==> src/common/huff_pkg.sv <==
package huff_pkg;

    localparam int num_syms  = 256;  // leaves sit at 0..255
    localparam int num_nodes = 511;  // leaves plus at most 255 merged nodes

    typedef logic [8:0] node_idx_t;

    // entry 0 is a leaf and never a parent, so 0 in a parent field marks the root
    localparam node_idx_t no_parent = 9'd0;

    typedef enum logic [2:0] {
        ph_idle     = 3'd0,
        ph_clear    = 3'd1,
        ph_hist     = 3'd2,
        ph_flv      = 3'd3,
        ph_htree    = 3'd4,
        ph_codebook = 3'd5,
        ph_done     = 3'd6
    } huff_phase_t;

    // one word of the node memory
    typedef struct packed {
        logic        live;    // still a merge candidate
        node_idx_t   parent;
        logic [31:0] weight;  // byte count or sum of children
        node_idx_t   left;
        node_idx_t   right;
        logic [3:0]  spare;
    } node_t;

endpackage

==> src/common/sram_pkg.sv <==
package sram_pkg;

    localparam int mem_addr_bits = 9;

    typedef struct packed {
        logic                     we;     // write when set, read otherwise
        logic [mem_addr_bits-1:0] addr;
        logic [63:0]              wdata;
    } mem_req_t;

    typedef struct packed {
        logic        done;   // one-cycle completion
        logic [63:0] rdata;  // valid with done
    } mem_rsp_t;

endpackage

==> src/htree/htree_builder.sv <==
module htree_builder import huff_pkg::*, sram_pkg::*; (
    input  logic      clk,
    input  logic      rst,
    input  logic      htree_go,
    input  node_idx_t first_idx,
    input  node_idx_t second_idx,
    input  node_t     first_node,
    input  node_t     second_node,
    output mem_req_t  req,
    output logic      req_stb,
    input  mem_rsp_t  rsp,
    output node_idx_t next_free,
    output logic      htree_fin
);

    logic       active;
    logic [1:0] step;  // 0 new node, 1 first child, 2 second child
    node_idx_t  wr_addr;
    node_t      wr_node;

    always_comb begin
        wr_node = '0;
        case (step)
            2'd0: begin
                wr_addr        = next_free;
                wr_node.live   = 1'b1;
                wr_node.parent = no_parent;
                wr_node.weight = first_node.weight + second_node.weight;
                wr_node.left   = first_idx;
                wr_node.right  = second_idx;
            end
            2'd1: begin
                wr_addr        = first_idx;
                wr_node        = first_node;
                wr_node.live   = 1'b0;  // retired
                wr_node.parent = next_free;
            end
            default: begin
                wr_addr        = second_idx;
                wr_node        = second_node;
                wr_node.live   = 1'b0;
                wr_node.parent = next_free;
            end
        endcase
    end

    assign req = '{we: 1'b1, addr: wr_addr, wdata: wr_node};

    always_ff @(posedge clk or posedge rst) begin
        if (rst) begin
            active    <= 1'b0;
            step      <= 2'd0;
            next_free <= node_idx_t'(num_syms);
            req_stb   <= 1'b0;
            htree_fin <= 1'b0;
        end else begin
            req_stb   <= 1'b0;
            htree_fin <= 1'b0;
            if (!active && htree_go) begin
                active  <= 1'b1;
                step    <= 2'd0;
                req_stb <= 1'b1;
            end else if (active && rsp.done) begin
                if (step == 2'd2) begin
                    active    <= 1'b0;
                    next_free <= next_free + 9'd1;
                    htree_fin <= 1'b1;
                end else begin
                    step    <= step + 2'd1;
                    req_stb <= 1'b1;
                end
            end
        end
    end

    // flv_scan only pairs while two live entries remain, so a merge always fits
    a_node_range: assert property (@(posedge clk) disable iff (rst)
        htree_go |-> (next_free >= num_syms) && (next_free < num_nodes))
        else $error("merge started with no free node entry");

endmodule

==> config.mk <==
export PLATFORM = sky130hd
export DESIGN_NAME = htree_builder
export DESIGN_NICKNAME = d
export VERILOG_FILES = /design/src/common/huff_pkg.sv /design/src/common/sram_pkg.sv /design/src/htree/htree_builder.sv
export SDC_FILE = /design/constraint.sdc
export NUM_CORES = 1
export LEC_CHECK = 0
export ABC_CLOCK_PERIOD_IN_PS = 5200
export BUFFER_PORTS_ARGS = -buffer_cell sky130_fd_sc_hd__buf_2
export CAP_MARGIN = 20
export CORE_AREA = 3 3 114 116
export CTS_BUF_LIST = sky130_fd_sc_hd__clkbuf_4 sky130_fd_sc_hd__clkbuf_8
export DETAILED_ROUTE_END_ITERATION = 6
export DIE_AREA = 0 0 117 119
export GPL_ROUTABILITY_DRIVEN = 0
export GPL_TIMING_DRIVEN = 0
export SYNTH_ARGS = -nofsm -noshare
export SYNTH_HDL_FRONTEND = slang
export SYNTH_SLANG_ARGS = --single-unit
==> constraint.sdc <==
create_clock -name clk -period 5.2 [get_ports clk]
set_clock_uncertainty 0.05 [all_clocks]
set_input_delay 0.26 -clock clk [delete_from_list [all_inputs] [get_ports clk]]
set_output_delay 0.26 -clock clk [all_outputs]
set_load 0.01 [all_outputs]
Word-level counts from Yosys, hierarchy flattened
Cells that the tools add are included.

Flip-flop bits (word level): 14. Output and inout bits: 85.

Add/sub/neg operators: 3. Equality and inequality tests: 3. Multiplexer cells: 15. Bitwise logic cells: 1. Reduce and logical (&&, ||, !) cells: 9.

Operators by type and width (number): $pmux W60 S2 (1); $add A32 B32 Y32 (1); $pmux W9 S2 (1); $add A9 B1 Y9 const B (1); $mux W1 (9); $pmux W4 S2 (1); $mux W2 (3); $reduce_and A2 Y1 (2); $reduce_bool A2 Y1 (2); $reduce_and A3 Y1 (1); $add A2 B1 Y2 const B (1); $eq A2 B1 Y1 const B (1); $eq A2 B2 Y1 const B (1); $logic_and A1 B1 Y1 (2); $logic_not A2 Y1 (1); $ne A2 B2 Y1 const B (1); $logic_not A1 Y1 (1); $not A1 Y1 (1).

Logic depth before layout (Yosys ltp)
Gate-level depths: netlist of the first run.

Depth in word-level cells: 4. Depth in mapped cells: 12.

Worst setup path before layout of the first run
OpenSTA, ideal clock, no wires.

Path type: input -> output. Start point: input port first_node[22] in the netlist's numbering. End point: output port req[50] in the netlist's numbering. Data arrival time: 2.573 ns. Data required time: 4.890 ns. Setup slack: 2.317 ns. Stages on the path: 12. Path through: ha_1 inv_1 fa_1 nor2b_1 o2111ai_1 a311oi_2 nor2_1 a211oi_2 o211ai_1 a21boi_1 mux2_1 o21ai_1.

RTL lines: from (decl) (RTL line htree_builder.sv:7) `input node_t first_node,`; to (decl) (RTL line htree_builder.sv:9) `output mem_req_t req,`.

==> impl_metrics.tcl, run 1 <==
set metrics [dict create \
    core_area_um2 12000 \
    num-nets-final 935 \
    switchingPower_mw 1.22 \
    cp_cell_sequence "buf_2, ha_1, inv_1, fa_1, nor2b_1, o2111ai_1, a311oi_2, nor2_1, a211oi_2, o211ai_1, a21boi_1, mux2_1, o21ai_1, buf_2" \
    antennaDiodeCount 0 \
    io_buffers 213 \
    drtAntennaViolNets 0 \
    yosysWarnings 0 \
    wl_per_cell_um 17.3 \
    worst-r2r-cell-count 8 \
    worstPathArrival_ps 3220 \
    route.detailed.drc 0 \
    rsz0062_at_grt "no" \
    dieWidth_um 117 \
    clock-sinks 14 \
    synth_seq_cells 14 \
    async_reset_ff_frac 1.00 \
    wl_mm 14.4 \
    worstSetupPathType "input pin to output port" \
    cpMaxStageDelayCell "fa_1" \
    finalHoldViolCount 13 \
    via_count 4441 \
    dr.pass1.iters 4 \
    cts_tree "built" \
    peakVddDrop_v 0.000242 \
    syn_inst 467 \
    place_hpwl_mm 11.7 \
    intPower_mw 0.876 \
    p_comb_frac 0.868 \
    grt_pass1_vias 4335 \
    rows 40 \
    clkSlewWorstSetupHoldPaths_ps 60 \
    r2r-end "next_free[6]" \
    cp-start-kind "input pin" \
    placed_cell_area_um2 4570 \
    final_cell_mix "buf_2, nand2_1, a22oi_1" \
    h-tree-depth 1 \
    cts-buffers-inserted 3 \
    syn_to_final_growth_pct 39.1 \
    cap_violations 0 \
    clock.fmax_mhz 283 \
    slew_viol_final 0 \
    drt-initial-drc-count 182 \
    final_util 0.385 \
    cp_top_family "compound AO/OA/AOI/OAI gates" \
    cellPowerDensity_nw_per_um2 453 \
    worst-path-stages 14 \
    period_share 0.680 \
    crit_path_end_kind "output port" \
    outcome "complete, but fails checks" \
    grt_usage 0.192 \
    netlist_area_um2 3320 \
    power_frac_seq 0.086 \
    synth.distinct_cells 62 \
    setup-tns-final_ps 0 \
    cp_slowest_stage_delay_ps 410 \
    seq_area_frac_synth 0.106 \
    hold_buffers 0 \
    cts_buffer_depth 2 \
    cp_max_fo 3 \
    synth_edf_count 0 \
    rr_startpoint "step[0]" \
    crit_top_cell "buf_2" \
    cts_resized 0 \
    clock_latency_ps 240 \
    post-route-cell-area_um2 4620 \
    post-route-min-period_ps 3530 \
    grt-ovfl-total 0 \
    worstMarginPinSlew_ps 922 \
    antenna_found_initial 2 \
    fp.dieH_um 119 \
    final_common_cell "buf_2" \
    drive_gt1_frac 0.344 \
    hold_ws_ps -9.67 \
    die_area_um2 13900 \
    slew_headroom 0.383 \
    failed_checks "hold timing" \
    syn_nets 717 \
    start_util 0.276 \
    via_per_inst 5.34 \
    r2r_slack_ps 3300 \
    synth_top_flop_cell "dfrtp_1" \
    clock_power_share 0.046 \
    pin_count 299 \
    cts_setup_buffers 0 \
    setup_violations 0 \
    p_leak_nw 2.42 \
    sw_frac_of_total 0.581 \
    grt_pass1_wl_mm 21.4 \
    critPathBufInv 3 \
    avgSynthCellArea_um2 7.11 \
    grt_start_max_net_pins 15 \
    hold_path.class "input pin to asynchronous set/reset pin" \
    required_ps 4890 \
    root_buffer "clkbuf_8" \
]
state kept, by name, summed over array words and instances, names as in the netlist:
register and count:
htree_fin 1, step 2, next_free 9, req_stb 1, active 1
synth_stat cells (5+ instances only):
cell type  number  area, um^2
nand2_1        89         334
a22oi_1        52         390
ha_1           35         438
o21ai_0        24         120
a21oi_1        21         105
clkbuf_1       21        78.8
nor2_1         20        75.1
xnor2_1        18         158
a21o_1         16         120
dfrtp_1        13         325
xor2_1         12         105
and2_1         11        68.8
nand3_1        10        50.1
o21ai_1        10        50.1
inv_1           9        33.8
nand2b_1        7        43.8
nor2b_1         7        43.8
a22o_1          5        43.8
mux2i_1         5        50.1
o21a_1          5        37.5
routing by layer:
layer / vias up / wire, um / track usage
met3: 22 / 1070 / 0.0346
met2: 186 / 7260 / 0.362
met4: 4 / 316 / 0.0495
li1: 2170 / - / -
met1: 2059 / 5690 / 0.218
met5: - / 25 / 0
how the worst max path moves through the flow:
stage,startpoint,to
3_5_place_dp,second_node[22],req[50]
5_1_grt,first_node[22],req[50]
6_report,second_node[22],req[50]
2_1_floorplan,first_node[22],req[50]
3_3_place_gp,second_node[22],req[50]
4_1_cts,second_node[22],req[50]
per-stage QoR:
step	hold slack [ps]	power, mW	cells	setup slack (ps)
5_1_grt	44.5	2.28	831	1460
2_1_floorplan	98.5	1.23	467	2320
4_1_cts	16.4	2.11	831	1690
6_report	-9.67	2.09	831	1670
3_5_place_dp	270	2.00	827	1700
3_3_place_gp	271	1.98	827	1720
cell families after synthesis:
kind of cell             count (synthesis)  share of synthesized area
flip-flops                              14                      0.106
AO/OA/AOI/OAI                          175                      0.376
multiplexers                             7                     0.0219
adder cells (fa/ha/maj)                 36                      0.138
other                                    1                    0.00113
AND/OR/NAND/NOR                        170                      0.238
XOR/XNOR                                30                     0.0791
buffers and inverters                   34                     0.0399
worst reg2reg max path, cell delays in order, from the launching register on:
cell      delay [ps]
dfrtp_1          400
inv_1            120
ha_1             170
and3_1           150
clkbuf_1         260
nand2_1          130
nor2_1           230
nand3_1          130
xnor2_1          140
power groups by stage:
stage                     sequential [mW]  clock (mW)  combinational [mW]
after floorplan                     0.178           0                1.05
after global placement              0.178           0                1.81
after detailed placement            0.180           0                1.83
after CTS                           0.179      0.0972                1.83
after global routing                0.184       0.102                2.00
final                               0.180      0.0961                1.82
area by class of cell:
class                      instances  area [um^2]
fill                            1293         7390
multi-input combinational        419         2840
timing repair buffer             213         1070
sequential                        14          352
tap                              147          184
buffer                            25         98.8
clock buffer                       4         48.8
inverter                           9         33.8
Note: power is estimated with default switching activity, not from simulation.
==> run 2, diff against run 1 <==
- ABC_CLOCK_PERIOD_IN_PS: 5200 -> 3000
- CORE_AREA: 3 3 114 116 -> 3 3 116 118
- DIE_AREA: 0 0 117 119 -> 0 0 119 121
- clock period: 5.2 -> 3 ns (I/O delays scaled with it)
==> run 2 against run 1 <==
Effect of this change: the flow finishes with violations (setup timing); sequential power is 72% higher; final cell count increased by 4.0%; critical path depth did not move; die area increased by 3.4%; combinational power grew 77%; flip-flop and latch count did not move; global-route usage hardly changed; non-clock buffer count up 8; core utilization is 0.31 points lower.
==> impl_metrics.tcl, run 2 (synthesis results as in run 1) <==
set metrics [dict create \
    worstPathArrival_ps 2810 \
    drive_gt1_frac 0.366 \
    place_hpwl_mm 12.1 \
    cellPowerDensity_nw_per_um2 774 \
    sw_frac_of_total 0.581 \
    slew_headroom 0.519 \
    die_area_um2 14400 \
    worst_slack_ps -14.4 \
    grt_pass1_vias 4257 \
    cpMaxStageDelayCell "fa_2" \
    via_count 4388 \
    route.detailed.drc 0 \
    cap_violations 0 \
    cp_cell_sequence "buf_8, ha_4, inv_2, fa_2, nor2b_4, o2111ai_4, a311oi_2, nor2_2, a211oi_2, o211ai_1, a21boi_1, mux2_1, o21ai_1, buf_2" \
    num-nets-final 943 \
    peakVddDrop_v 0.000621 \
    final_common_cell "buf_2" \
    dp.cells 852 \
    antennaDiodeCount 0 \
    io_buffers 213 \
    final_cell_count_no_fill 864 \
    dr.pass1.iters 4 \
    intPower_mw 1.56 \
    cp_max_fo 2 \
    worstHoldPathCells 2 \
    placed_cell_area_um2 4600 \
    grt_start_max_net_pins 15 \
    grt_usage 0.192 \
    pin_count 299 \
    final_cell_mix "buf_2, nand2_1, a22oi_1" \
    outcome "complete, but fails checks" \
    finalPower_mw 3.71 \
    reg_top3 "next_free x9, step x2" \
    cp_slowest_stage_delay_ps 380 \
    wl_per_cell_um 17.2 \
    clock_latency_ps 240 \
    dieWidth_um 119 \
    finalHoldViolCount 0 \
    drt-initial-drc-count 226 \
    start_util 0.264 \
    drtAntennaViolNets 0 \
    top_register "next_free" \
    cp-start-kind "input pin" \
    syn_to_final_growth_pct 44.4 \
    p_leak_nw 2.49 \
    failed_checks "setup timing" \
    wl_mm 14.9 \
    cts-buffers-inserted 3 \
    core_area_um2 12600 \
    rows 41 \
    setup_violations 1 \
    clock-sinks 14 \
    worst-r2r-cell-count 8 \
    hold_ws_ps 43.1 \
    p_comb_frac 0.867 \
    clock_power_share 0.050 \
    required_ps 2800 \
    grt-ovfl-total 0 \
    slew_viol_final 0 \
    cts_tree "built" \
    clock.fmax_mhz 332 \
    grt_pass1_wl_mm 22.2 \
    post-route-min-period_ps 3010 \
    via_per_inst 5.08 \
    power_frac_seq 0.084 \
    clkSlewWorstSetupHoldPaths_ps 60 \
    cts_buffer_depth 2 \
    post-route-cell-area_um2 4790 \
    crit_path_end_kind "output port" \
    h-tree-depth 1 \
    worstSetupPathType "input pin to output port" \
    hold_path.class "input pin to flip-flop" \
    rsz0062_at_grt "yes" \
    largest_reg_flops 9 \
    switchingPower_mw 2.16 \
    pre_cts_ws_ps -235 \
    fp.dieH_um 121 \
    period_share 1.00 \
    worstMarginPinSlew_ps 722 \
    root_buffer "clkbuf_8" \
    antenna_found_initial 2 \
]
run 2: through the flow:
stage,TNS [ps],utilization
6_report,-14.4,0.381
5_1_grt,-279,0.381
4_1_cts,-63.0,0.374
3_5_place_dp,-424,0.366
3_3_place_gp,-381,0.366
2_1_floorplan,0,-
run 2: layer usage:
| layer | global-route usage | part of all wire |
|---|---|---|
| met3 | 0.0336 | 0.070 |
| met5 | 0 | 0.0023 |
| met4 | 0.0391 | 0.016 |
| met2 | 0.358 | 0.49 |
| met1 | 0.231 | 0.42 |
run 2: timing repair:
action,in CTS,in global routing
buffers inserted,2,5
hold buffers,1,0
endpoints found under the setup margin,41,15
endpoints found under the hold margin,13,0
pin swaps,4,8
gates resized for setup,6,18
run 2: final timing paths:
kind / start / endpoint / slack [ps]
worst max-delay path: second_node[22] / req[50] / -10
worst min-delay path: htree_go / step[0] / 40
worst max register to register: step[0] / next_free[6] / 1110
worst min register to register: next_free[8] / next_free[8] / 470
max in group asynchronous: rst / req_stb / 2080
min in group asynchronous: rst / next_free[1] / 450
run 2: power by group through the flow:
| stage | Sequential [mW] | Combinational [mW] | Clock [mW] |
|---|---|---|---|
| after global routing | 0.321 | 3.53 | 0.196 |
| after detailed placement | 0.311 | 3.21 | 0 |
| after global placement | 0.311 | 3.22 | 0 |
| after floorplan | 0.308 | 1.82 | 0 |
| final | 0.310 | 3.22 | 0.184 |
| after CTS | 0.309 | 3.24 | 0.188 |
run 2: cell type report:
cell class	count	area, um^2
Inverter	9	33.8
Clock buffer	4	55.1
Buffer	25	103
Multi-Input combinational cell	419	2890
Timing Repair Buffer	221	1140
Tap cell	172	215
Fill cell	1391	7770
Sequential cell	14	352
run 2: worst max-delay path: cells and delay by family:
family	cells	cell delay [ps]
compound gates	6	1300
fa+ha+maj	2	510
buf+inv	3	270
mux	1	340
simple gates	2	250
==> run 3, diff against run 2 <==
- CORE_AREA: 3 3 116 118 -> 3 3 114 116
- CTS_BUF_LIST: sky130_fd_sc_hd__clkbuf_4 sky130_fd_sc_hd__clkbuf_8 -> unset
- DIE_AREA: 0 0 119 121 -> 0 0 117 119
- MAX_ROUTING_LAYER: unset -> met4
==> run 3 against run 2 <==
Effect of this change: critical path type unchanged; setup slack got worse by 65 ps; die area fell by 3.3%; sequential share of layout area about the same; fmax down 2.1%; highest routed layer is now met4; the run still ends with setup timing left.
==> impl_metrics.tcl, run 3 (synthesis results as in run 1) <==
set metrics [dict create \
    outcome "complete, but fails checks" \
    failed_checks "setup timing" \
    num-nets-final 939 \
    rsz0062_at_grt "yes" \
    r2r_slack_ps 1110 \
    core_area_um2 12000 \
    reg_top3 "next_free x9, step x2" \
    fp.dieH_um 119 \
    pin_count 299 \
    io_buffers 213 \
    via_count 4490 \
    placed_cell_area_um2 4570 \
    cellPowerDensity_nw_per_um2 785 \
    final_common_cell "buf_2" \
    drtAntennaViolNets 0 \
    wl_met1_mm 5.69 \
    p_leak_nw 2.48 \
    worstSetupPathType "input pin to output port" \
    antenna_found_initial 2 \
    peakVddDrop_v 0.000424 \
    rows 40 \
    grt-ovfl-total 0 \
    finalHoldViolCount 0 \
    cts-buffers-inserted 3 \
    start_util 0.276 \
    grt_pass1_wl_mm 21.6 \
    setup_violations 1 \
    largest_reg_flops 9 \
    r2r-end "next_free[6]" \
    wl_met3_mm 1.15 \
    clock_latency_ps 240 \
    dieWidth_um 117 \
    cp_slowest_stage_delay_ps 390 \
    clock.fmax_mhz 325 \
    post-route-min-period_ps 3080 \
    worstPathArrival_ps 2880 \
    clkSlewWorstSetupHoldPaths_ps 50 \
    hold_path.class "input pin to flip-flop" \
    final_cell_mix "buf_2, nand2_1, a22oi_1" \
    rr_startpoint "step[0]" \
    dp.cells 827 \
    route.detailed.drc 0 \
    slew_headroom 0.479 \
    cp_cell_sequence "buf_8, ha_4, inv_2, fa_2, nor2b_4, o2111ai_4, a311oi_4, nor2_2, a211oi_2, o211ai_1, a21boi_1, mux2_4, o21ai_2, buf_2" \
    grt_start_max_net_pins 15 \
    met2WireLength_mm 7.32 \
    place_hpwl_mm 11.7 \
    die_area_um2 13900 \
    worst_slack_ps -79.1 \
    grt_pass1_vias 4381 \
    drive_gt1_frac 0.358 \
    worstHoldPathCells 2 \
    cap_violations 0 \
    via_per_inst 5.36 \
    worstMarginPinSlew_ps 781 \
    crit_path_end_kind "output port" \
    cp-start-kind "input pin" \
    post-route-cell-area_um2 4770 \
    clock-sinks 14 \
    hold_path_startpoint "htree_go" \
    wl_mm 14.5 \
    final_util 0.398 \
    final_cell_count_no_fill 837 \
    syn_to_final_growth_pct 43.8 \
    period_share 1.03 \
    cts_buffer_depth 2 \
    drt-initial-drc-count 189 \
    cts_tree "built" \
    dr.pass1.iters 4 \
    required_ps 2800 \
    wl_per_cell_um 17.3 \
    h-tree-depth 1 \
    grt_usage 0.200 \
    top_layer_used "met4" \
    root_buffer "clkbuf_16" \
    worst-r2r-cell-count 8 \
    top_register "next_free" \
    min_to "step[0]" \
    slew_viol_final 0 \
    cp_max_fo 3 \
    cpMaxStageDelayCell "fa_2" \
]
-- run 3: worst max path at each step --
stage	startpoint	to	slack, ps	cells after the start
after detailed placement	second_node[22]	req[50]	-280	14
after CTS	second_node[22]	req[50]	-120	14
after global placement	second_node[22]	req[50]	-260	14
after floorplan	first_node[22]	req[50]	340	12
final	second_node[22]	req[50]	-80	14
after global routing	second_node[22]	req[50]	-210	14
-- run 3: repair_timing --
action                                  in CTS  in global routing
hold endpoints to repair                    13                  0
endpoints found under the setup margin      33                  7
pin swaps                                    2                  9
hold buffers                                 1                  0
gates resized for setup                      6                 13
buffers inserted                             0                  3
-- run 3: power by group --
group          switching (mW)  internal [mW]
Clock                  0.0761          0.180
Sequential             0.0699          0.242
Combinational            1.99           1.19
-- run 3: critical path: cells and delay by family --
family / cells / cell delay, ps
mux: 1 / 320
simple gates: 2 / 270
compound gates: 6 / 1340
fa+ha+maj: 2 / 530
buf+inv: 3 / 270
-- run 3: area by class of cell --
type / count / area [um^2]
diodes: 2 / 5.00
inverters: 9 / 33.8
well taps: 147 / 184
repair buffers: 217 / 1110
fillers: 1282 / 7240
clock buffers: 4 / 78.8
plain buffers: 25 / 98.8
multi-input cells: 419 / 2910
flip-flops and latches: 14 / 352
-- run 3: metal layers --
metal  up-vias  global-route usage
li1       2183                   -
met1      2080               0.221
met4         0              0.0559
met3        22              0.0295
met5         -                   -
met2       205               0.365
-- run 3: stage by stage --
step	setup TNS [ps]	setup WS, ps	total power [mW]	hold WS, ps
finish	-79.1	-79.1	3.75	64.0
global placement	-447	-264	3.44	161
detailed placement	-538	-281	3.48	160
CTS	-123	-123	3.76	68.0
floorplan	0	337	2.12	-11.5
global route	-296	-207	4.08	73.3
