<file path="config.mk">
export PLATFORM = sky130hd
export DESIGN_NAME = sram_interface
export DESIGN_NICKNAME = d
export VERILOG_FILES = /design/src/common/huff_pkg.sv /design/src/common/sram_pkg.sv /design/src/verilog/sram_interface.sv
export SDC_FILE = /design/constraint.sdc
export NUM_CORES = 1
export LEC_CHECK = 0
export ABC_CLOCK_PERIOD_IN_PS = 18900
export BUFFER_PORTS_ARGS = -buffer_cell sky130_fd_sc_hd__buf_2
export CORE_AREA = 2 2 200 202
export CTS_BUF_LIST = sky130_fd_sc_hd__clkbuf_2 sky130_fd_sc_hd__clkbuf_4 sky130_fd_sc_hd__clkbuf_8
export DETAILED_ROUTE_END_ITERATION = 6
export DIE_AREA = 0 0 202 204
export PLACE_DENSITY = 0.39
export SYNTH_ARGS = -nofsm -noshare
export SYNTH_HDL_FRONTEND = slang
export SYNTH_SLANG_ARGS = --single-unit
</file>
<file path="constraint.sdc">
create_clock -name clk -period 18.9 [get_ports clk]
set_input_delay 0.945 -clock clk [delete_from_list [all_inputs] [get_ports clk]]
set_output_delay 0.945 -clock clk [all_outputs]
set_load 0.01 [all_outputs]
</file>
<file path="src/common/huff_pkg.sv">
package huff_pkg;

    localparam int num_syms  = 256;  // leaves sit at 0..255
    localparam int num_nodes = 511;  // leaves plus at most 255 merged nodes

    typedef logic [8:0] node_idx_t;

    // entry 0 is a leaf and never a parent, so 0 in a parent field marks the root
    localparam node_idx_t no_parent = 9'd0;

    typedef enum logic [2:0] {
        ph_idle     = 3'd0,
        ph_clear    = 3'd1,
        ph_hist     = 3'd2,
        ph_flv      = 3'd3,
        ph_htree    = 3'd4,
        ph_codebook = 3'd5,
        ph_done     = 3'd6
    } huff_phase_t;

    // one word of the node memory
    typedef struct packed {
        logic        live;    // still a merge candidate
        node_idx_t   parent;
        logic [31:0] weight;  // byte count or sum of children
        node_idx_t   left;
        node_idx_t   right;
        logic [3:0]  spare;
    } node_t;

endpackage

</file>
<file path="src/common/sram_pkg.sv">
package sram_pkg;

    localparam int mem_addr_bits = 9;

    typedef struct packed {
        logic                     we;     // write when set, read otherwise
        logic [mem_addr_bits-1:0] addr;
        logic [63:0]              wdata;
    } mem_req_t;

    typedef struct packed {
        logic        done;   // one-cycle completion
        logic [63:0] rdata;  // valid with done
    } mem_rsp_t;

endpackage

</file>
<file path="src/verilog/sram_interface.sv">
module sram_interface import huff_pkg::*, sram_pkg::*; (
    input  logic        clk,
    input  logic        rst,
    input  huff_phase_t phase,
    input  mem_req_t    hist_req,
    input  mem_req_t    flv_req,
    input  mem_req_t    ht_req,
    input  mem_req_t    cb_req,
    input  logic        hist_stb,
    input  logic        flv_stb,
    input  logic        ht_stb,
    input  logic        cb_stb,
    output mem_req_t    mem_req,
    output logic        mem_stb,
    input  logic [63:0] rdata_raw,
    output mem_rsp_t    rsp
);

    typedef enum logic [1:0] {s_idle, s_wait1, s_wait2} ctrl_state_t;

    ctrl_state_t ctrl_state;
    mem_req_t    sel_req;
    logic        sel_stb;
    logic        busy;
    logic        done_q;
    logic [63:0] rdata_q;

    assign busy = (ctrl_state != s_idle) || done_q;  // strobe+1 .. strobe+3
    assign rsp  = {done_q, rdata_q};

    // owner of the memory in each phase
    always_comb begin
        case (phase)
            ph_clear, ph_hist: begin
                sel_req = hist_req;
                sel_stb = hist_stb;
            end
            ph_flv: begin
                sel_req = flv_req;
                sel_stb = flv_stb;
            end
            ph_htree: begin
                sel_req = ht_req;
                sel_stb = ht_stb;
            end
            ph_codebook: begin
                sel_req = cb_req;
                sel_stb = cb_stb;
            end
            default: begin
                sel_req = hist_req;
                sel_stb = 1'b0;
            end
        endcase
    end

    always_ff @(posedge clk or posedge rst) begin
        if (rst) begin
            ctrl_state <= s_idle;
            mem_stb    <= 1'b0;
            done_q     <= 1'b0;
        end else begin
            mem_stb <= 1'b0;
            done_q  <= 1'b0;
            case (ctrl_state)
                s_idle: begin
                    if (sel_stb && !busy) begin
                        ctrl_state <= s_wait1;
                        mem_stb    <= 1'b1;  // sram access in wait1
                    end
                end
                s_wait1: ctrl_state <= s_wait2;
                s_wait2: begin
                    ctrl_state <= s_idle;
                    done_q     <= 1'b1;
                end
                default: ctrl_state <= s_idle;
            endcase
        end
    end

    always_ff @(posedge clk) begin
        if (ctrl_state == s_idle && sel_stb && !busy)
            mem_req <= sel_req;
        if (ctrl_state == s_wait2)
            rdata_q <= rdata_raw;  // registered sram output lands here
    end

    // clients hold off until their done pulse
    a_stb_while_busy: assert property (@(posedge clk) disable iff (rst)
        sel_stb |-> !busy)
        else $error("memory request while interface busy");

endmodule

</file>
-- Yosys cells after proc, flatten, opt, wreduce, memory -nomap -nowiden
Cells that the tools add are included.
- add/sub/neg operators: 0
- multiplexer cells: 7
- $lt $le $gt $ge: 0
- shift-type cells: 0
- equal/unequal tests: 8
- div/mod/pow operators: 0
- bitwise operators: 0
- multipliers: 0
- reduce and logical (&&, ||, !) cells: 8
- operators by type and width (operator ; count):
    74-bit one-hot mux with 3 select lines ; 1
    3-bit by 2-bit equality test with 1-bit output, second input constant ; 2
    3-bit equality test, second input constant ; 2
    1-bit one-hot mux with 4 select lines ; 1
    2-bit one-hot mux with 2 select lines ; 1
    3-bit by 1-bit equality test with 1-bit output, second input constant ; 1
    1-bit logical AND ; 3
    1-bit 2-to-1 mux ; 3
    2-bit by 1-bit equality test with 1-bit output, second input constant ; 1
    2-bit equality test, second input constant ; 1
    2-bit logical NOT ; 1
    2-bit 2-to-1 mux ; 1
    2-bit != test, second input constant ; 1
    2-bit nonzero test ; 1
    2-bit OR reduction ; 1
    1-bit logical NOT ; 1
    1-bit logical OR ; 1
- latch bits: 0
- RAM bits: 0
- ROM bits: 0
- memories: 0
- word-level logic and storage cells: 30
- input bits: 369
- register bits: 142

-- Longest topological paths before layout
Gate-level depths: netlist (run 1).
- word-level depth: 6
- mapped depth: 6
- depth with buffers taken out: 3

-- Worst setup path before layout (run 1)
No wires, ideal clock.
- kind: input port to flip-flop
- start: input phase[0]
- end: register mem_req[0] (netlist name) (enable)
- data arrival time: 9500 ps
- data required time: 18167 ps
- cell stages on the path: 4
- setup slack: 8667 ps
- path through: buf_2 > a21oi_1 > a211o_1 > a2111oi_1
- word-level cells in the longest chain between the ends: 5
- elaborated cells on any way between the ends: 9
- classes of those cells: eq/ne: 5; mux: 1; reduce/logical: 3
- ends and longest elaborated chain (item ; line ; RTL):
    start, declared ; sram_interface.sv:4 ; input huff_phase_t phase,
    3-bit by 1-bit equality test with 1-bit output or 3-bit by 2-bit equality test with 1-bit output (tied branches) ; sram_interface.sv:33 ; case (phase)
    2-bit OR reduction ; sram_interface.sv:33 ;
    1-bit one-hot mux with 4 select lines * ; sram_interface.sv:33 ;
    1-bit logical AND * (2 in series) ; sram_interface.sv:83 ; if (ctrl_state == s_idle && sel_stb && !busy)
    end signal, assigned ; sram_interface.sv:84 ; mem_req <= sel_req;
    end, declared ; sram_interface.sv:13 ; output mem_req_t mem_req,
Every way passes the cells marked *; elsewhere a longest branch is shown, timed or not.
A chain may end at the register's enable or synchronous reset.

-- Worst setup path in the final report (run 1)
- start: input phase[0]
- end: register mem_req[16] (netlist name) (enable)
Same word-level chain as after synthesis.

==> impl_metrics.csv, run 1 <==
group,metric,value,unit
outcome,status,"completed",
grt,overflow,0,
flow_run,maxCapViolCount,0,
grt,grt_max_degree,66,
clock_tree,cts.sinks,142,
timing,hold_viol_final,0,
worst_setup_path,cp.required,19.00,ns
clock_tree,cts_setup_buffers,0,
worst_setup_path,slowest_delay,0.59,ns
die,rows,73,
timing,rsz0062_at_grt,"no",
synth,syn_avg_cell_area,15.4,um^2
drt,wl,26200,um
grt,grt_usage,12.0,%
worst_setup_path,critPathKind,"primary input to flip-flop",
synth,synth_edf_count,138,
synth,synthTopCellsByCount,"138 x edfxtp_1, 75 x mux2i_1, 63 x nand2_1, 63 x o221a_2, 13 x clkbuf_1",
die,dieArea,0.0412,mm^2
finish,multi_input_area,0.00199,mm^2
timing,slew_headroom,35.6,%
synth,ys_ff_latch,142,
grt,antenna_found_initial,0,
finish,regArea,0.00424,mm^2
die,io_pins,509,
worst_setup_path,crit_top_cell,"buf_4",
place,dp_hpwl,20700,um
timing,skew,0.0109,ns
die,die_y,204,um
drt,drtIter0Drc,256,
timing,holdWs,0.348,ns
drt,detail-route-antenna-nets,0,
drt,via_per_inst,3.87,
synth,synth_area_leader_cell,"edfxtp_1",
power,p_total,791,uW
worst_setup_path,end_kind,"flip-flop",
min_path,worstHoldPathType,"primary input to asynchronous set/reset pin",
drt,vias,5620,
timing,setup_violations,0,
clock_tree,cts_tree,"done",
die,initial_core_util,16.3,%
synth,synth_ff_type,"edfxtp_1",
die,core_area,0.0392,mm^2
synth,synth_top_area_share,64.9,%
finish,drive_gt1_share,66.5,%
timing,setup_ws,16.06,ns
place,io_buffers,508,
drt,post_drt_wl_per_cell,18.1,um
clock_tree,cts_inserted_buffers,17,
finish,fin_nets,1284,
drt,wl_met3,1840,um
drt,met2WireLength,13600,um
worst_setup_path,cp_max_fo,50,
power,cellPowerDensity,80.5,mW/mm^2
timing,drv_slew,0,
synth,syn_inst,414,
synth,synthesis.area,0.00638,mm^2
synth,seq_area_frac_synth,66.5,%
clock_tree,cts.repair.resized,0,
worst_setup_path,arrival,2.94,ns
finish,antennaDiodeCount,0,
grt,grt_pass1_wl,36200,um
place,place_ws,15.52,ns
clock_tree,clock_tree.root_cell,"clkbuf_8",
clock_tree,path_clk_slew,0.09,ns
clock_tree,clk_latency,0.48,ns
timing,period_share,15.0,%
clock_tree,clockBufferDepth,2,
drt,met1Wirelength,10400,um
worst_setup_path,crit_chain,"buf_4 > a21oi_1 > a211o_1 > a2111oi_2 > buf_4",
worst_setup_path,r2r-end,"mem_req[16]",
grt,grt_pass1_vias,5754,
clock_tree,htreeDepth,4,
synth,synth_cell_type_count,22,
finish,postLayoutCoreUtil,25.1,%
worst_setup_path,rrSetupSlack,17.00,ns
timing,finalSetupTns,0,ns
synth,ys_warn_count,0,
drt,firstDrtPassIters,4,
finish,fillers,4197,
finish,design_area,0.00983,mm^2
worst_setup_path,start_kind,"primary input",
power,power_leakage,4.36,nW
synth,synth_nets,783,
drt,drcViolationCount,0,
die,die_x,202,um
finish,syn_to_final_growth,54.1,%
place,place_area,0.00949,mm^2
worst_setup_path,worst_r2r_path_depth,2,
synth,yosysMostFrequentCell,"edfxtp_1",
timing,period_minus_slack,2.84,ns
power,ir_worst_vdd,0.0000344,V
timing,worst_slew_pin_slew,0.963,ns
finish,stdcell_count,1453,
worst_setup_path,slowest_stage,"buf_4",
synth,synth.area.top_cells,"edfxtp_1 65%, mux2i_1 12%, o221a_2 11%",
drt,dr.max_layer_used,"met4",
clock_tree,holdBufCountCts,0,
place,placedCellCount,1421,
synth,async_reset_ff_share,2.82,%
timing,fmax,0.352,GHz
worst_setup_path,r2r_start,"ctrl_state[1]",
place,gp_congestion,0.782,
cell families (layout without fill, tap and decap cells):
logic type | count (synthesis) | in the layout | synth area share [%]
compound gates | 79 | 79 | 13.6
simple gates | 83 | 83 | 5.31
mux | 76 | 76 | 11.9
buf+inv | 34 | 548 | 2.65
flops | 142 | 142 | 66.5
sequential cells by signal, indices dropped and copies added, names as in the netlist:
name        flops
mem_req        74
rdata_q        64
ctrl_state      2
done_q          1
mem_stb         1
power by group:
part	internal, mW	switching (mW)	leakage (nW)
combinational	0.0745	0.0904	2.87
sequential	0.393	0.0107	1.33
clock	0.0935	0.129	0.170
total	0.561	0.230	4.36
area by class of cell:
| cell class | instances | area share [%] |
|---|---|---|
| Tap cell | 525 | 6.68 |
| Inverter | 1 | 0.0382 |
| Timing Repair Buffer | 515 | 26.4 |
| Clock buffer | 19 | 2.53 |
| Clock inverter | 13 | 0.942 |
| Sequential cell | 142 | 43.2 |
| Multi-Input combinational cell | 238 | 20.2 |
layout by cell type, fill, tap and decap left out:
master,count
clkbuf_8,17
or2b_1,1
a2111oi_2,2
nor2b_1,1
a211o_1,1
clkinv_2,5
clkinv_4,2
clkbuf_4,2
edfxtp_1,138
nor2b_4,2
nor2_1,12
and3b_2,1
inv_8,1
mux2i_1,75
dfrtp_1,4
inv_6,1
buf_4,8
mux2_2,1
buf_2,507
o221a_2,63
nand2_1,63
a21oi_1,1
a221o_1,11
nand2_2,1
nand3b_1,2
a2111oi_1,1
clkinvlp_4,4
inv_1,1
worst max path at each step:
stage,startpoint,endpoint,slack (ns),cells after the start
finish,phase[0],mem_req[16],16.06,5
global route,phase[0],mem_req[18],15.92,5
CTS,phase[0],mem_req[2],16.08,5
detailed placement,phase[0],mem_req[8],15.52,5
global placement,phase[0],mem_req[6],15.54,5
floorplan,phase[0],mem_req[0],8.67,4
routing by layer:
metal,track usage [%],vias to the layer above
met5,0,-
met4,4.41,0
met3,3.36,16
met2,21.3,273
met1,13.8,2649
li1,-,2682
worst max-delay path: cells and delay by family:
family | cells | cell delay, ns
AO/OA/AOI/OAI | 3 | 0.86
buffers and inverters | 2 | 1.05
Note: power is estimated with default switching activity, not from simulation.
==> inputs of run 2 (changes only) <==
--- a/config.mk
+++ b/config.mk
@@ -5,13 +5,13 @@
 export SDC_FILE = /design/constraint.sdc
 export NUM_CORES = 1
 export LEC_CHECK = 0
-export ABC_CLOCK_PERIOD_IN_PS = 18900
+export ABC_CLOCK_PERIOD_IN_PS = 2450
 export BUFFER_PORTS_ARGS = -buffer_cell sky130_fd_sc_hd__buf_2
-export CORE_AREA = 2 2 200 202
+export CORE_AREA = 2 2 196 198
 export CTS_BUF_LIST = sky130_fd_sc_hd__clkbuf_2 sky130_fd_sc_hd__clkbuf_4 sky130_fd_sc_hd__clkbuf_8
 export DETAILED_ROUTE_END_ITERATION = 6
-export DIE_AREA = 0 0 202 204
-export PLACE_DENSITY = 0.39
+export DIE_AREA = 0 0 198 200
+export PLACE_DENSITY = 0.42
 export SYNTH_ARGS = -nofsm -noshare
 export SYNTH_HDL_FRONTEND = slang
 export SYNTH_SLANG_ARGS = --single-unit
==> constraint.sdc (replaced) <==
create_clock -name clk -period 2.45 [get_ports clk]
set_input_delay 0.1225 -clock clk [delete_from_list [all_inputs] [get_ports clk]]
set_output_delay 0.1225 -clock clk [all_outputs]
set_load 0.01 [all_outputs]
==> run 2 against run 1 <==
Effect of this change: routed wire length up 6.7%; clock skew up 0.0012 ns; cell area up 23%; flip-flop and latch count unchanged; critical path depth unchanged; register-to-register slack worse by 16 ns; critical endpoint is now mem_req[44].
==> impl_metrics.csv, run 2 (synthesized netlist as in run 1, its figures left out) <==
group,metric,value,unit
drt,drtIter0Drc,252,
worst_setup_path,r2r-end,"mem_req[46]",
finish,top_regs,"mem_req (74), rdata_q (64), ctrl_state (2)",
power,ir_worst_vdd,0.000316,V
min_path,worstHoldPathType,"primary input to flip-flop",
grt,grt_pass1_vias,6619,
finish,drive_gt1_share,54.2,%
grt,overflow,0,
drt,firstDrtPassIters,4,
die,die_x,198,um
worst_setup_path,end_kind,"flip-flop",
min_path,whs_path_depth,2,
place,io_buffers,508,
finish,largest_reg_flops,74,
clock_tree,holdBufCountCts,212,
clock_tree,htreeDepth,4,
clock_tree,cts.sinks,142,
clock_tree,clk_latency,0.47,ns
power,pwr-share-clk,28.8,%
worst_setup_path,crit_chain,"buf_4 > and3b_2 > nor2_1 > a221o_1 > dlygate4sd3_1",
worst_setup_path,critPathKind,"primary input to flip-flop",
min_path,hold_end,"mem_req[30]",
worst_setup_path,cp.required,2.79,ns
die,rows,71,
drt,vias,6523,
die,die_y,200,um
power,p_int,4.88,mW
timing,slew_headroom,32.9,%
power,netSwitchingFraction,27.7,%
outcome,status,"completed",
worst_setup_path,arrival,2.31,ns
timing,drv_slew,0,
timing,setup_violations,0,
finish,fin_nets,1498,
die,io_pins,509,
timing,hold_viol_final,0,
finish,fillers,3894,
grt,grt_pass1_wl,38500,um
worst_setup_path,slowest_stage,"nor2_1",
drt,met1Wirelength,11000,um
flow_run,maxCapViolCount,0,
worst_setup_path,path_buf_inv,2,
timing,worst_slew_pin_slew,1.00,ns
finish,stdcell_count,1657,
clock_tree,cts_tree,"done",
timing,period_minus_slack,1.97,ns
power,cellPowerDensity,558,mW/mm^2
worst_setup_path,worst_r2r_path_depth,2,
timing,fmax,0.508,GHz
drt,detail-route-antenna-nets,0,
clock_tree,clock_tree.root_cell,"clkbuf_8",
clock_tree,cts_setup_buffers,0,
finish,syn_to_final_growth,89.5,%
timing,period_share,80.3,%
drt,via_per_inst,3.94,
power,p_switching,1.87,mW
clock_tree,path_clk_slew,0.08,ns
drt,post_drt_wl_per_cell,16.9,um
finish,largest-register,"mem_req",
die,core_area,0.0374,mm^2
drt,wl_met3,2350,um
min_path,hp-start,"flv_req[30]",
finish,postLayoutCoreUtil,32.3,%
grt,grt_usage,13.4,%
clock_tree,cts.repair.resized,0,
worst_setup_path,cp_max_fo,15,
drt,drcViolationCount,0,
finish,layout_commonest_cell,"buf_2",
power,pwr-share-seq,46.3,%
grt,grt_max_degree,75,
clock_tree,cts_inserted_buffers,17,
die,dieArea,0.0396,mm^2
worst_setup_path,rrSetupSlack,0.73,ns
place,dp_hpwl,21000,um
timing,skew,0.0121,ns
die,initial_core_util,17.1,%
clock_tree,clockBufferDepth,2,
drt,wl,28000,um
place,gp_congestion,0.761,
grt,antenna_found_initial,6,
finish,mostFrequentLayoutCells,"507 x buf_2, 212 x dlygate4sd3_1, 138 x edfxtp_1, 75 x mux2i_1",
power,power_frac_comb,24.9,%
worst_setup_path,r2r_start,"ctrl_state[1]",
worst_setup_path,start_kind,"primary input",
timing,rsz0062_at_grt,"no",
timing,finalSetupTns,0,ns
drt,met2WireLength,14100,um
drt,dr.max_layer_used,"met5",
worst_setup_path,critical-path-top-delay-family,"simple AND/OR/NAND/NOR gates",
power,power_leakage,5.30,nW
worst_setup_path,slowest_delay,0.80,ns
place,placedCellCount,1409,
run 2: cell count changes in the layout (fill, tap and decap cells not counted), moves of 2 or more:
cell,change
dlygate4sd3_1,+212
buf_4,-3
buf_12,+5
diode_2,+4
bufinv_16,+2
clkinvlp_4,-2
run 2: cell type report:
cell class	instances	area, um^2	share of cell area (%)
well taps	511	639	5.29
repair buffers	729	4800	39.7
multi-input cells	238	2010	16.6
clock buffers	19	255	2.11
diodes	4	10.0	0.0828
inverters	1	3.75	0.0310
flip-flops and latches	142	4240	35.1
clock inverters	13	139	1.15
run 2: power groups by stage:
stage,clock network [mW],logic [mW],registers (mW)
after floorplan,0,0.456,3.32
after global placement,0,1.36,3.18
after detailed placement,0,1.36,3.18
after CTS,2.05,1.71,3.13
after global routing,2.12,1.83,3.15
final,1.94,1.68,3.12
run 2: metal layers:
metal	up-vias	track usage [%]
met2	338	23.5
met1	3036	15.2
li1	3115	-
met5	-	0
met4	2	5.43
met3	32	4.15
run 2: how the worst max path moves through the flow:
stage                     cells after the start      from     endpoint
after floorplan                               4  phase[0]   mem_req[0]
after global placement                        5  phase[0]  mem_req[16]
after detailed placement                      5  phase[0]  mem_req[14]
after CTS                                     5  phase[0]  mem_req[46]
after global routing                          5  phase[0]  mem_req[46]
final                                         5  phase[0]  mem_req[44]
run 2: metrics by stage:
| step | cell area [um^2] | hold slack [ns] | setup WS [ns] | total power [mW] |
|---|---|---|---|---|
| 3_3_place_gp | 9570 | 0.0421 | 0.432 | 4.54 |
| 5_1_grt | 12100 | 0.00694 | 0.377 | 7.10 |
| 6_report | 12100 | 0.0543 | 0.482 | 6.75 |
| 2_1_floorplan | 6420 | -0.111 | -1.24 | 3.77 |
| 3_5_place_dp | 9570 | 0.0416 | 0.406 | 4.54 |
| 4_1_cts | 12100 | 0.000617 | 0.507 | 6.89 |
==> inputs of run 3 (changes only) <==
--- a/config.mk
+++ b/config.mk
@@ -5,13 +5,13 @@
 export SDC_FILE = /design/constraint.sdc
 export NUM_CORES = 1
 export LEC_CHECK = 0
-export ABC_CLOCK_PERIOD_IN_PS = 2450
+export ABC_CLOCK_PERIOD_IN_PS = 2000
 export BUFFER_PORTS_ARGS = -buffer_cell sky130_fd_sc_hd__buf_2
-export CORE_AREA = 2 2 196 198
+export CORE_AREA = 2 2 200 202
 export CTS_BUF_LIST = sky130_fd_sc_hd__clkbuf_2 sky130_fd_sc_hd__clkbuf_4 sky130_fd_sc_hd__clkbuf_8
 export DETAILED_ROUTE_END_ITERATION = 6
-export DIE_AREA = 0 0 198 200
-export PLACE_DENSITY = 0.42
+export DIE_AREA = 0 0 202 204
+export PLACE_DENSITY = 0.39
 export SYNTH_ARGS = -nofsm -noshare
 export SYNTH_HDL_FRONTEND = slang
 export SYNTH_SLANG_ARGS = --single-unit
==> constraint.sdc (replaced) <==
create_clock -name clk -period 2 [get_ports clk]
set_input_delay 0.1 -clock clk [delete_from_list [all_inputs] [get_ports clk]]
set_output_delay 0.1 -clock clk [all_outputs]
set_load 0.01 [all_outputs]
==> run 3 against run 2 <==
Effect of this change: sequential power is 22% higher; flip-flop and latch count unchanged; critical path depth grew 1; combinational power increased by 23%; routed wire length rose by 0.20%; register-to-register slack got worse by 0.39 ns; clock skew rose by 0.0072 ns; count of clock-buffer cells in the layout shrank 2; via count hardly changed; clock power up 31%; global-route usage hardly changed.
==> impl_metrics.csv, run 3 (synthesized netlist as in run 1, its figures left out) <==
group,metric,value,unit
outcome,status,"completed",
min_path,worstHoldPathType,"primary input to asynchronous set/reset pin",
timing,rsz0062_at_grt,"no",
power,ir_worst_vdd,0.000332,V
timing,period_share,85.1,%
timing,worst_slew_pin_slew,0.528,ns
grt,grt_usage,13.4,%
worst_setup_path,cp.required,2.23,ns
grt,grt_pass1_vias,6962,
worst_setup_path,arrival,1.93,ns
clock_tree,cts_setup_buffers,0,
finish,largest_reg_flops,74,
place,dp_hpwl,21400,um
finish,design_area,0.0122,mm^2
timing,skew,0.0192,ns
clock_tree,cts.sinks,142,
clock_tree,cts_inserted_buffers,17,
finish,postLayoutCoreUtil,31.1,%
clock_tree,path_clk_slew,0.10,ns
timing,period_minus_slack,1.70,ns
drt,drtIter0Drc,233,
place,io_buffers,508,
die,dieArea,0.0412,mm^2
finish,fin_nets,1505,
power,cellPowerDensity,692,mW/mm^2
drt,via_per_inst,3.89,
drt,post_drt_wl_per_cell,16.7,um
die,rows,73,
worst_setup_path,start_kind,"primary input",
drt,firstDrtPassIters,4,
clock_tree,clockBufferDepth,2,
timing,drv_slew,0,
place,place_ws,0.0579,ns
clock_tree,clk_latency,0.47,ns
place,gp_congestion,0.755,
finish,layout_commonest_cell,"buf_2",
grt,antenna_found_initial,2,
finish,drive_gt1_share,54.3,%
timing,setup_violations,0,
die,initial_core_util,16.3,%
worst_setup_path,critPathKind,"primary input to flip-flop",
flow_run,maxCapViolCount,0,
clock_tree,htreeDepth,4,
place,placedCellCount,1429,
worst_setup_path,end_kind,"flip-flop",
timing,fmax,0.588,GHz
finish,fillers,4089,
finish,antennaDiodeCount,0,
die,core_area,0.0392,mm^2
drt,detail-route-antenna-nets,0,
finish,multi_input_area,0.00201,mm^2
worst_setup_path,cp_max_fo,46,
drt,vias,6518,
drt,wl,28000,um
finish,mostFrequentLayoutCells,"507 x buf_2, 213 x dlygate4sd3_1, 138 x edfxtp_1, 75 x mux2i_1",
die,io_pins,509,
drt,drcViolationCount,0,
timing,slew_headroom,64.8,%
timing,setup_ws,0.299,ns
die,die_x,202,um
finish,stdcell_count,1674,
finish,regArea,0.00424,mm^2
finish,syn_to_final_growth,90.9,%
clock_tree,cts_tree,"done",
clock_tree,clock_tree.root_cell,"clkbuf_8",
die,die_y,204,um
place,place_area,0.00963,mm^2
grt,grt_pass1_wl,40500,um
power,power_leakage,5.33,nW
finish,top_regs,"mem_req (74), rdata_q (64), ctrl_state (2)",
grt,overflow,0,
finish,largest-register,"mem_req",
grt,grt_max_degree,64,
timing,hold_viol_final,0,
-- run 3: cell types whose count changed in the layout (fill, tap and decap cells not counted) --
cell,before,now
dlygate4sd3_1,212,213
clkinv_4,3,2
clkbuf_8,18,17
buf_4,5,11
clkbuf_4,1,0
clkinvlp_4,2,3
clkinv_2,4,1
clkinv_1,0,1
inv_6,2,4
inv_8,0,1
diode_2,4,0
bufinv_16,2,3
-- run 3: final timing paths --
path                          startpoint       endpoint  slack [ns]  depth (start not counted)
max                             phase[0]     mem_req[4]        0.30                          6
min                                  rst         done_q        0.10                          3
max reg2reg                ctrl_state[1]    mem_req[46]        0.34                          2
min reg2reg                ctrl_state[1]  ctrl_state[1]        0.58                          1
max in group asynchronous            rst  ctrl_state[0]        1.69                          3
min in group clk                phase[1]        mem_stb        0.13                          3
-- run 3: timing repair --
action / 4_1_cts / 5_1_grt
endpoints found under the setup margin: 0 / 0
gates resized for setup: 0 / 0
hold endpoints to repair: 142 / 0
hold buffers: 213 / 0
-- run 3: power by group --
group	internal, mW	switching (mW)
combinational	1.12	0.945
clock	1.25	1.29
sequential	3.71	0.111
total	6.08	2.35
-- run 3: area by class of cell --
type                    count  area share, %
multi-input cells         238           16.5
inverters                   1         0.0308
well taps                 525           5.39
clock buffers              17           1.92
repair buffers            736           39.8
clock inverters            15           1.52
flip-flops and latches    142           34.8
-- run 3: per-layer routing --
layer / routed length [um] / GRT usage (%)
met5: 0 / 0
met4: 617 / 4.60
met3: 2580 / 5.15
met2: 14100 / 24.0
met1: 10700 / 14.3
-- run 3: stage by stage --
stage	hold slack (ns)	TNS (ns)	power, mW
6_report	0.101	0	8.43
5_1_grt	0.104	0	8.90
4_1_cts	0.0572	0	8.63
3_5_place_dp	0.0348	0	5.56
3_3_place_gp	0.0375	0	5.56
2_1_floorplan	-0.134	-123.20	4.62
-- run 3: worst max-delay path, cell delays in order --
cell	delay, ns
buf_4	0.12
buf_12	0.29
nand3b_1	0.20
buf_4	0.30
o221a_2	0.33
dlygate4sd3_1	0.56
